==> src/hdl/ddr_stat_consts.svh <==
`default_nettype none

`ifndef DDR_STAT_CONSTS_SVH
`define DDR_STAT_CONSTS_SVH

// ------------------------------
// lane pipeline
// ------------------------------
// register stages per direction, request and reply alike
`define STAT_PIPE_STAGES  8

// ------------------------------
// channels
// ------------------------------
`define STAT_NUM_CHAN     3
// bit i set means channel i has a real status port behind it
`define STAT_PRESENT_MASK 3'b001

// ------------------------------
// field widths
// ------------------------------
`define STAT_ADDR_W       8
`define STAT_DATA_W       32
// interrupt vector returned with every reply
`define STAT_INT_W        8

`endif

`default_nettype wire

==> src/hdl/ddr_stat_pkg.sv <==
`include "ddr_stat_consts.svh"
`default_nettype none

package ddr_stat_pkg;

   // ------------------------------
   // encodings
   // ------------------------------
   // request opcode, nop means no strobe this cycle
   typedef enum logic [1:0]
   {
      STAT_NOP = 2'd0,
      STAT_WR  = 2'd1,
      STAT_RD  = 2'd2
   } stat_op_e;

   // reset release, hold then arm then run
   typedef enum logic [1:0]
   {
      RST_HOLD = 2'd0,
      RST_ARM  = 2'd1,
      RST_RUN  = 2'd2
   } rst_state_e;

   typedef logic [1:0] stat_chan_t;

   // ------------------------------
   // bus payloads
   // ------------------------------
   // host or lane request, 42 bits
   typedef struct packed
   {
      stat_op_e                 op;
      logic [`STAT_ADDR_W-1:0]  addr;
      logic [`STAT_DATA_W-1:0]  wdata;
   } stat_req_t;

   // status port reply, ack is a one-cycle pulse
   typedef struct packed
   {
      logic                     ack;
      logic [`STAT_INT_W-1:0]   irq;
      logic [`STAT_DATA_W-1:0]  rdata;
   } stat_rsp_t;

   // merged reply with its channel tag, 43 bits
   typedef struct packed
   {
      stat_rsp_t                rsp;
      stat_chan_t               chan;
   } host_rsp_t;

endpackage

`default_nettype wire

==> src/hdl/ddr_stat_bridge.sv <==
`include "ddr_stat_consts.svh"
`timescale 1ns/1ns
`default_nettype none

module ddr_stat_bridge
(
   input  wire                      clk_main_a0,
   input  wire                      pipe_rst_n,
   // host side
   input  wire ddr_stat_pkg::stat_req_t  host_req,
   input  wire ddr_stat_pkg::stat_chan_t host_chan,
   output ddr_stat_pkg::host_rsp_t  host_rsp,
   // one status port per channel
   output ddr_stat_pkg::stat_req_t  ddr_req [`STAT_NUM_CHAN],
   input  wire ddr_stat_pkg::stat_rsp_t  ddr_rsp [`STAT_NUM_CHAN]
);

   import ddr_stat_pkg::*;

   stat_req_t  lane_req [`STAT_NUM_CHAN];
   stat_rsp_t  lane_rsp [`STAT_NUM_CHAN];

   // ------------------------------
   // request routing
   // ------------------------------
   // merged ack retires the outstanding flag of its channel
   stat_req_router i_stat_req_router
   (
      .clk_main_a0 (clk_main_a0),
      .pipe_rst_n  (pipe_rst_n),
      .host_req    (host_req),
      .host_chan   (host_chan),
      .done_ack    (host_rsp.rsp.ack),
      .done_chan   (host_rsp.chan),
      .lane_req    (lane_req)
   );

   // ------------------------------
   // channel lanes
   // ------------------------------
   // absent channels answer locally
   for (genvar g = 0; g < `STAT_NUM_CHAN; g++)
   begin : g_lane
      stat_lane
      #(
         .PRESENT (int'((`STAT_PRESENT_MASK >> g) & 1))
      )
      i_stat_lane
      (
         .clk_main_a0 (clk_main_a0),
         .pipe_rst_n  (pipe_rst_n),
         .lane_req    (lane_req[g]),
         .ddr_req     (ddr_req[g]),
         .ddr_rsp     (ddr_rsp[g]),
         .lane_rsp    (lane_rsp[g])
      );
   end

   // replies back to the host, tagged
   stat_resp_merger i_stat_resp_merger
   (
      .clk_main_a0 (clk_main_a0),
      .pipe_rst_n  (pipe_rst_n),
      .lane_rsp    (lane_rsp),
      .host_rsp    (host_rsp)
   );

endmodule

`default_nettype wire

==> src/hdl/stat_lane.sv <==
`include "ddr_stat_consts.svh"
`timescale 1ns/1ns
`default_nettype none

module stat_lane
#(
   parameter int PRESENT = 1
)
(
   input  wire                      clk_main_a0,
   input  wire                      pipe_rst_n,
   input  wire ddr_stat_pkg::stat_req_t  lane_req,
   output ddr_stat_pkg::stat_req_t  ddr_req,
   input  wire ddr_stat_pkg::stat_rsp_t  ddr_rsp,
   output ddr_stat_pkg::stat_rsp_t  lane_rsp
);

   import ddr_stat_pkg::*;

   if (PRESENT != 0)
   begin : g_present
      localparam int STAGES = `STAT_PIPE_STAGES;

      // request side, op is the strobe
      stat_op_e                 req_op_q    [STAGES];
      logic [`STAT_ADDR_W-1:0]  req_addr_q  [STAGES];
      logic [`STAT_DATA_W-1:0]  req_wdata_q [STAGES];
      // reply side, ack is the strobe
      logic [STAGES-1:0]        rsp_ack_q;
      logic [`STAT_INT_W-1:0]   rsp_irq_q   [STAGES];
      logic [`STAT_DATA_W-1:0]  rsp_rdata_q [STAGES];
      // status port owes us a reply
      logic                     in_flight;

      // ------------------------------
      // strobe pipelines
      // ------------------------------
      always_ff @(posedge clk_main_a0)
      begin
         if (!pipe_rst_n)
         begin
            for (int s = 0; s < STAGES; s++)
               req_op_q[s] <= STAT_NOP;
            rsp_ack_q <= '0;
         end
         else
         begin
            req_op_q[0] <= lane_req.op;
            for (int s = 1; s < STAGES; s++)
               req_op_q[s] <= req_op_q[s-1];
            rsp_ack_q <= {rsp_ack_q[STAGES-2:0], ddr_rsp.ack};
         end
      end

      // payload shifts alongside, no reset
      always_ff @(posedge clk_main_a0)
      begin
         req_addr_q[0]  <= lane_req.addr;
         req_wdata_q[0] <= lane_req.wdata;
         rsp_irq_q[0]   <= ddr_rsp.irq;
         rsp_rdata_q[0] <= ddr_rsp.rdata;
         for (int s = 1; s < STAGES; s++)
         begin
            req_addr_q[s]  <= req_addr_q[s-1];
            req_wdata_q[s] <= req_wdata_q[s-1];
            rsp_irq_q[s]   <= rsp_irq_q[s-1];
            rsp_rdata_q[s] <= rsp_rdata_q[s-1];
         end
      end

      assign ddr_req = '{op:    req_op_q[STAGES-1],
                         addr:  req_addr_q[STAGES-1],
                         wdata: req_wdata_q[STAGES-1]};

      assign lane_rsp = '{ack:   rsp_ack_q[STAGES-1],
                          irq:   rsp_irq_q[STAGES-1],
                          rdata: rsp_rdata_q[STAGES-1]};

      // ------------------------------
      // in-flight check
      // ------------------------------
      always_ff @(posedge clk_main_a0)
      begin
         if (!pipe_rst_n)
            in_flight <= 1'b0;
         else if (ddr_req.op != STAT_NOP)
            in_flight <= 1'b1;
         else if (ddr_rsp.ack)
            in_flight <= 1'b0;
      end

      // a reply only ever answers a strobe already sent down the pipe
      a_no_stray_ack: assert property (@(posedge clk_main_a0) disable iff (!pipe_rst_n)
         ddr_rsp.ack |-> (in_flight || ddr_req.op != STAT_NOP));
   end
   else
   begin : g_absent
      logic tie_ack_q;

      // status port stays quiet, its reply is never looked at
      assign ddr_req = '{op: STAT_NOP, addr: '0, wdata: '0};

      // answer every request locally one cycle later
      always_ff @(posedge clk_main_a0)
      begin
         if (!pipe_rst_n)
            tie_ack_q <= 1'b0;
         else
            tie_ack_q <= (lane_req.op != STAT_NOP);
      end

      assign lane_rsp = '{ack: tie_ack_q, irq: '0, rdata: '0};
   end

endmodule

`default_nettype wire

==> src/hdl/stat_req_router.sv <==
`include "ddr_stat_consts.svh"
`timescale 1ns/1ns
`default_nettype none

module stat_req_router
(
   input  wire                      clk_main_a0,
   input  wire                      pipe_rst_n,
   input  wire ddr_stat_pkg::stat_req_t  host_req,
   input  wire ddr_stat_pkg::stat_chan_t host_chan,
   input  wire                      done_ack,
   input  wire ddr_stat_pkg::stat_chan_t done_chan,
   output ddr_stat_pkg::stat_req_t  lane_req [`STAT_NUM_CHAN]
);

   import ddr_stat_pkg::*;

   rst_state_e                  rst_state;
   logic                        take;
   // one strobe per lane, payload shared
   stat_op_e                    op_q [`STAT_NUM_CHAN];
   logic [`STAT_ADDR_W-1:0]     addr_q;
   logic [`STAT_DATA_W-1:0]     wdata_q;
   // channel has a request waiting for its host ack
   logic [`STAT_NUM_CHAN-1:0]   busy;

   // ------------------------------
   // reset release
   // ------------------------------
   // two cycles of pipe_rst_n high before requests count
   always_ff @(posedge clk_main_a0)
   begin
      if (!pipe_rst_n)
         rst_state <= RST_HOLD;
      else
      begin
         case (rst_state)
            RST_HOLD: rst_state <= RST_ARM;
            RST_ARM:  rst_state <= RST_RUN;
            default:  rst_state <= RST_RUN;
         endcase
      end
   end

   // any non-nop op is a request, dropped until run
   assign take = (rst_state == RST_RUN) && (host_req.op != STAT_NOP);

   // ------------------------------
   // channel decode
   // ------------------------------
   always_ff @(posedge clk_main_a0)
   begin
      if (!pipe_rst_n)
      begin
         for (int i = 0; i < `STAT_NUM_CHAN; i++)
            op_q[i] <= STAT_NOP;
      end
      else
      begin
         for (int i = 0; i < `STAT_NUM_CHAN; i++)
            op_q[i] <= (take && host_chan == stat_chan_t'(i)) ? host_req.op : STAT_NOP;
      end
   end

   // payload only meaningful alongside a strobe
   always_ff @(posedge clk_main_a0)
   begin
      if (take)
      begin
         addr_q  <= host_req.addr;
         wdata_q <= host_req.wdata;
      end
   end

   always_comb
   begin
      for (int i = 0; i < `STAT_NUM_CHAN; i++)
         lane_req[i] = '{op: op_q[i], addr: addr_q, wdata: wdata_q};
   end

   // ------------------------------
   // outstanding tracking
   // ------------------------------
   // set on issue, cleared by the merged ack for that channel
   always_ff @(posedge clk_main_a0)
   begin
      if (!pipe_rst_n)
         busy <= '0;
      else
      begin
         for (int i = 0; i < `STAT_NUM_CHAN; i++)
         begin
            if (take && host_chan == stat_chan_t'(i))
               busy[i] <= 1'b1;
            else if (done_ack && done_chan == stat_chan_t'(i))
               busy[i] <= 1'b0;
         end
      end
   end

   // host must only name existing channels
   a_chan_range: assert property (@(posedge clk_main_a0) disable iff (!pipe_rst_n)
      take |-> host_chan < `STAT_NUM_CHAN);

   // one request per channel until its reply has come back through the merger
   a_one_outstanding: assert property (@(posedge clk_main_a0) disable iff (!pipe_rst_n)
      take |-> (!busy[host_chan] || (done_ack && done_chan == host_chan)));

endmodule

`default_nettype wire

==> src/hdl/stat_resp_merger.sv <==
`include "ddr_stat_consts.svh"
`timescale 1ns/1ns
`default_nettype none

module stat_resp_merger
(
   input  wire                      clk_main_a0,
   input  wire                      pipe_rst_n,
   input  wire ddr_stat_pkg::stat_rsp_t  lane_rsp [`STAT_NUM_CHAN],
   output ddr_stat_pkg::host_rsp_t  host_rsp
);

   import ddr_stat_pkg::*;

   // one holding slot per channel, enough with one outstanding each
   logic [`STAT_NUM_CHAN-1:0]  slot_full;
   stat_rsp_t                  slot_rsp [`STAT_NUM_CHAN];
   // slot chosen for output this cycle
   logic [`STAT_NUM_CHAN-1:0]  grant;

   // ------------------------------
   // capture
   // ------------------------------
   always_ff @(posedge clk_main_a0)
   begin
      if (!pipe_rst_n)
         slot_full <= '0;
      else
      begin
         for (int i = 0; i < `STAT_NUM_CHAN; i++)
         begin
            // new reply wins over the free of the same slot
            if (lane_rsp[i].ack)
               slot_full[i] <= 1'b1;
            else if (grant[i])
               slot_full[i] <= 1'b0;
         end
      end
   end

   always_ff @(posedge clk_main_a0)
   begin
      for (int i = 0; i < `STAT_NUM_CHAN; i++)
      begin
         if (lane_rsp[i].ack)
            slot_rsp[i] <= lane_rsp[i];
      end
   end

   // ------------------------------
   // fixed priority drain
   // ------------------------------
   // walk down from the top so the lowest full slot is picked last
   always_comb
   begin
      grant    = '0;
      host_rsp = '0;
      for (int i = `STAT_NUM_CHAN - 1; i >= 0; i--)
      begin
         if (slot_full[i])
         begin
            grant            = '0;
            grant[i]         = 1'b1;
            host_rsp.rsp     = slot_rsp[i];
            host_rsp.rsp.ack = 1'b1;
            host_rsp.chan    = stat_chan_t'(i);
         end
      end
   end

   // a lane replies again only after its previous reply left this slot
   for (genvar g = 0; g < `STAT_NUM_CHAN; g++)
   begin : g_chk
      a_slot_free: assert property (@(posedge clk_main_a0) disable iff (!pipe_rst_n)
         lane_rsp[g].ack |-> (!slot_full[g] || grant[g]));
   end

endmodule

`default_nettype wire

==> config.mk <==
export PLATFORM = sky130hd
export DESIGN_NAME = ddr_stat_bridge
export DESIGN_NICKNAME = d
export VERILOG_FILES = /design/src/hdl/ddr_stat_pkg.sv /design/src/hdl/ddr_stat_bridge.sv /design/src/hdl/stat_lane.sv /design/src/hdl/stat_req_router.sv /design/src/hdl/stat_resp_merger.sv
export VERILOG_INCLUDE_DIRS = /design/src /design/src/hdl
export SDC_FILE = /design/constraint.sdc
export NUM_CORES = 1
export LEC_CHECK = 0
export BUFFER_PORTS_ARGS = -buffer_cell sky130_fd_sc_hd__buf_2
export CAP_MARGIN = 20
export CORE_UTILIZATION = 55
export CTS_BUF_LIST = sky130_fd_sc_hd__clkbuf_8
export DETAILED_ROUTE_END_ITERATION = 10
export PLACE_DENSITY = 0.85
export SETUP_SLACK_MARGIN = 0.15
export SKIP_CTS_REPAIR_TIMING = 1
export SLEW_MARGIN = 20
export SYNTH_ARGS = -nofsm -noshare
export SYNTH_HDL_FRONTEND = slang
export SYNTH_SLANG_ARGS = --single-unit
==> constraint.sdc <==
create_clock -name clk_main_a0 -period 3.5 [get_ports clk_main_a0]
set_input_delay 0.35 -clock clk_main_a0 [delete_from_list [all_inputs] [get_ports clk_main_a0]]
set_output_delay 0.35 -clock clk_main_a0 [all_outputs]
set_load 0.03 [all_outputs]
### Word level (Yosys, flattened, before mapping)

Memories as Yosys holds them, arrays and structs flattened.
Cells that the tools add are included.

* add/sub/neg operators: 0
* $mul: 0
* divide/modulo/power cells: 0
* magnitude comparators: 0
* eq/ne operators: 3
* shift-type cells: 0
* mux-type cells: 35
* bitwise logic cells: 11
* reductions and logical operators: 12

Operators by type and width (number)
* two-way mux 43 bit: 3
* two-way mux 2 bit: 15
* two-way mux 1 bit: 14
* nonzero test 2 bit: 6
* bitwise OR 1 bit: 11
* two-way mux 3 bit: 3
* equality test 2 bit, second input constant: 2
* logical AND 1 bit: 4
* logical NOT 2 bit: 2
* equality test 2 x 1 -> 1 bit, second input constant: 1

* flip-flop bits (word level): 55
* latch bits: 0
* memory bits (writable): 785
* ROM bits: 0
* input bits: 169
* logic and storage cells: 77
* memories: 7

Memory list
* g_lane[0].i_stat_lane.g_present.req_wdata_q: words 8, bits a word 32, read ports 8, clocked after Yosys merged registers in 0, write ports 8, line stat_lane.sv:27 `` logic [`STAT_DATA_W-1:0] req_wdata_q [STAGES]; ``
* g_lane[0].i_stat_lane.g_present.rsp_rdata_q: words 8, bits a word 32, read ports 8, clocked after Yosys merged registers in 0, write ports 8, line stat_lane.sv:31 `` logic [`STAT_DATA_W-1:0] rsp_rdata_q [STAGES]; ``
* i_stat_resp_merger.slot_rsp: words 3, bits a word 41, read ports 3, clocked after Yosys merged registers in 0, write ports 3, line stat_resp_merger.sv:17 `` stat_rsp_t slot_rsp [`STAT_NUM_CHAN]; ``
* g_lane[0].i_stat_lane.g_present.req_addr_q: words 8, bits a word 8, read ports 8, clocked after Yosys merged registers in 0, write ports 8, line stat_lane.sv:26 `` logic [`STAT_ADDR_W-1:0] req_addr_q [STAGES]; ``
* g_lane[0].i_stat_lane.g_present.rsp_irq_q: words 8, bits a word 8, read ports 8, clocked after Yosys merged registers in 0, write ports 8, line stat_lane.sv:30 `` logic [`STAT_INT_W-1:0] rsp_irq_q [STAGES]; ``
* g_lane[0].i_stat_lane.g_present.req_op_q: words 8, bits a word 2, read ports 8, clocked after Yosys merged registers in 0, write ports 8, line stat_lane.sv:25 `stat_op_e req_op_q [STAGES];`
* 1 more memories

### Longest topological paths before layout

* depth in word-level cells: 5
* depth in mapped cells: 3
* mapped depth without buffers: 2

### Modules after synthesis

From an unflattened synthesis, not the netlist that was laid out.

* cell total of the unflattened synthesis: 1404
* area, all modules: 22485.3 um^2

Modules (own cells, without submodules)
* stat_lane (g_lane[0].i_stat_lane): times used 1, cells an instance 773, area an instance 14111.0 um^2, sequential area each 13292.7 um^2
* stat_resp_merger: times used 1, cells an instance 316, area an instance 5004.8 um^2, sequential area each 3663.5 um^2
* stat_req_router: times used 1, cells an instance 143, area an instance 2060.7 um^2, sequential area each 1361.3 um^2
* stat_lane (g_lane[1].i_stat_lane ...): times used 2, cells an instance 86, area an instance 654.4 um^2, sequential area each 20.0 um^2

### Worst setup path after synthesis

Ideal clock, no wire load.

* path kind: reg-to-reg
* start point: register i_stat_req_router.rst_state[0]
* end point: register i_stat_req_router.addr_q[0], enable pin
* data arrival time: 2.197 ns
* data required time: 3.062 ns
* setup slack: 0.865 ns
* stages on the path, launching flop included: 3
* path buffers: 0
* cells stage by stage: dfxtp_1 nand2b_1 nor2_1

* longest elaborated chain between the ends: 2

Ends and longest elaborated chain
* from (decl): line stat_req_router.sv:18 `rst_state_e rst_state;`
* from (signal assigned): line stat_req_router.sv:34 `rst_state <= RST_HOLD;`
* from (signal assigned): line stat_req_router.sv:38 `RST_HOLD: rst_state <= RST_ARM;`
* from (signal assigned): line stat_req_router.sv:39 `RST_ARM: rst_state <= RST_RUN;`
* equality test 2 bit: line stat_req_router.sv:46 `assign take = (rst_state == RST_RUN) && (host_req.op != STAT_NOP);`
* logical AND 1 bit: line stat_req_router.sv:46
* to (signal assigned): line stat_req_router.sv:70 `addr_q <= host_req.addr;`
* to (decl): line stat_req_router.sv:22 `` logic [`STAT_ADDR_W-1:0] addr_q; ``

No other way between the ends.
A chain may end at the register's enable or synchronous reset.

==> results_dict.tcl <==
set metrics [dict create \
    cts_buffers 103 \
    chipWidth_um 181 \
    finalCritPeriodShare_pct 64.4 \
    path_class "register to output pin" \
    ctsRootBufferMaster "clkbuf_8" \
    syn_inst 985 \
    netlist_area_um2 17600 \
    rsz0062_at_grt "false" \
    r2r_end "i_stat_req_router.wdata_q[25]" \
    final_cell_mix "dfxtp_1 (675), buf_2 (171), clkbuf_8 (125), conb_1 (84), dlygate4sd3_1 (84)" \
    routed-via-count 7287 \
    place_hpwl_um 13800 \
    die_h_um 181 \
    dieArea_um2 32600 \
    rows 65 \
    fin_tns_setup_ns 0 \
    nets 1463 \
    cp.arrival_ns 1.90 \
    end_kind "output pin" \
    synth_top_area_share_pct 77.2 \
    grt_pass1_wl_um 36300 \
    ys_warn_count 0 \
    start_kind "register" \
    outcome "finished, final reports clean" \
    cap_violations 0 \
    clkTransAtPathRegs_ns 0.07 \
    slew_headroom_pct 31.4 \
    clock_latency_ns 0.65 \
    hold_violations 0 \
    dr.pass1.iters 5 \
    pin_count 338 \
    ys.flop_type "dfxtp_1" \
    avgSynthCellArea_um2 17.8 \
    ys_top_cells_by_area "dfxtp_1 (77%), edfxtp_1 (14%), buf_4 (5.6%)" \
    grt_max_degree 44 \
    power_density_nw_per_um2 766 \
    tightest_slew_ns 1.03 \
    start_util_pct 55.8 \
    final_util_pct 67.4 \
    hold_depth 2 \
    wl_per_cell_um 15.2 \
    synth_cell_types 21 \
    async_reset_ff_share_pct 0 \
    peakVddDrop_v 0.000710 \
    layout-drive-gt1-share_pct 23.7 \
    setup.worst_path.start "i_stat_resp_merger.slot_full[0]" \
    final_common_cell "dfxtp_1" \
    gp_congestion 0.656 \
    p_leak_nw 9.35 \
    hold_path.class "primary input to register" \
    fillerInstances 1956 \
    cts_max_level 3 \
    drc 0 \
    cp_data_required_time_ns 3.15 \
    drtIter0Drc 294 \
    syn_to_final_growth_pct 20.9 \
    timing.rr.start "i_stat_req_router.rst_state[0]" \
    fin_crit_ns 2.25 \
    vias_per_cell 4.09 \
    fin_worst_skew_ns 0.0356 \
    antenna_found_initial 2 \
    worst_path_largest_cell_delay_ns 0.74 \
    tritoncts "done" \
    grt_pass1_vias 7286 \
    ant_nets 0 \
    clock_sinks 757 \
    cp_slowest_cell "dfxtp_2" \
    cp_max_fo 43 \
    clockBufferDepth 3 \
    synth_top_area_cell "dfxtp_1" \
    gr-total-overflow 0 \
    grt_usage_pct 14.6 \
    portBuffers 171 \
    rrSetupSlack_ns 1.54 \
    fmax_mhz 444 \
    ys_seq_area_share_pct 90.9 \
    crit_chain "and2_1 > buf_2" \
    synth_seq_cells 757 \
    maxSlewViolCount 0 \
    worst-r2r-cell-count 3 \
    synth_edf_count 80 \
    routed_wl_um 27100 \
    endpoint "host_rsp[15]" \
    fp.coreArea_um2 31500 \
    final-setup-viol-count 0 \
]
-- registers in the layout (all words and copies together), names as in the netlist --
name and cells:
i_stat_resp_merger.slot_full 3, g_lane.i_stat_lane.g_present.rsp_rdata_q 256, g_lane.i_stat_lane.g_present.rsp_ack_q 8, i_stat_req_router.wdata_q 32, i_stat_req_router.addr_q 8, g_lane.i_stat_lane.g_present.req_addr_q 64, i_stat_req_router.op_q 6, i_stat_req_router.rst_state 2
i_stat_resp_merger.slot_rsp 40, g_lane.i_stat_lane.g_absent.tie_ack_q 2, g_lane.i_stat_lane.g_present.req_op_q 16, g_lane.i_stat_lane.g_present.rsp_irq_q 64, g_lane.i_stat_lane.g_present.req_wdata_q 256
-- per-stage QoR --
step                      setup slack, ns  hold slack (ns)  total power, mW  std cells  instance area [um^2]
final                                1.25           0.0609             16.2       1783                 21200
after global routing                 1.10           0.0159             16.9       1782                 21200
after CTS                           0.800           -0.246             16.3       1697                 20400
after detailed placement             1.49            0.312             9.72       1507                 18200
after global placement               1.57            0.310             9.68       1507                 18200
after floorplan                     0.865            0.310             9.69       1068                 17900
-- where the power goes --
group | switching [mW] | internal, mW | total [mW]
sequential | 0.113 | 9.16 | 9.28
clock | 3.07 | 3.55 | 6.61
combinational | 0.235 | 0.117 | 0.352
total | 3.41 | 12.8 | 16.2
-- critical path, delay by kind of cell (launching register included) --
| family | cells | cell delay [ns] |
|---|---|---|
| AND/OR/NAND/NOR | 1 | 0.29 |
| buffers and inverters | 1 | 0.23 |
| flip-flops | 1 | 0.74 |
-- cell usage after synthesis, drive strengths merged (2+ instances only) --
cell      n
and3      2
edfxtp   80
dfxtp   677
buf     130
nand2b    2
nand2     4
nor2      2
nor3      2
and2     65
o21a      3
clkbuf    6
and4      2
nor3b     3
nor2b     2
-- worst min path at each step --
stage	start	endpoint	slack, ns
final	host_chan[0]	i_stat_req_router.op_q[0][3]	0.06
after global routing	host_req[40]	i_stat_req_router.op_q[0][2]	0.02
after CTS	ddr_rsp[87]	g_lane[0].i_stat_lane.g_present.rsp_rdata_q[0][5]	-0.25
after detailed placement	g_lane[0].i_stat_lane.g_present.req_addr_q[0][22]	g_lane[0].i_stat_lane.g_present.req_addr_q[0][30]	0.31
after global placement	g_lane[0].i_stat_lane.g_present.req_wdata_q[0][88]	g_lane[0].i_stat_lane.g_present.req_wdata_q[0][120]	0.31
after floorplan	g_lane[0].i_stat_lane.g_present.req_addr_q[0][2]	g_lane[0].i_stat_lane.g_present.req_addr_q[0][10]	0.31
-- layout make-up --
cell class | count | area (um^2) | share of cell area (%)
clock buffer | 125 | 1720 | 8.11
sequential | 757 | 16000 | 75.2
multi-input combinational | 175 | 908 | 4.28
tap | 402 | 503 | 2.37
antenna | 2 | 5.00 | 0.0236
timing repair buffer | 257 | 1710 | 8.07
clock inverter | 65 | 409 | 1.93
-- cell families after synthesis --
family | synth area share [%]
other | 0.0214
flip-flops | 90.9
AND/OR/NAND/NOR | 3.14
buffers and inverters | 5.73
AO/OA/AOI/OAI | 0.200
-- routing by layer --
metal	GRT usage (%)	wire, um
met5	0	0
met1	13.2	9200
met4	7.42	756
met3	4.28	1420
met2	29.0	15700
No activity file was read; power rests on OpenSTA's default activity.
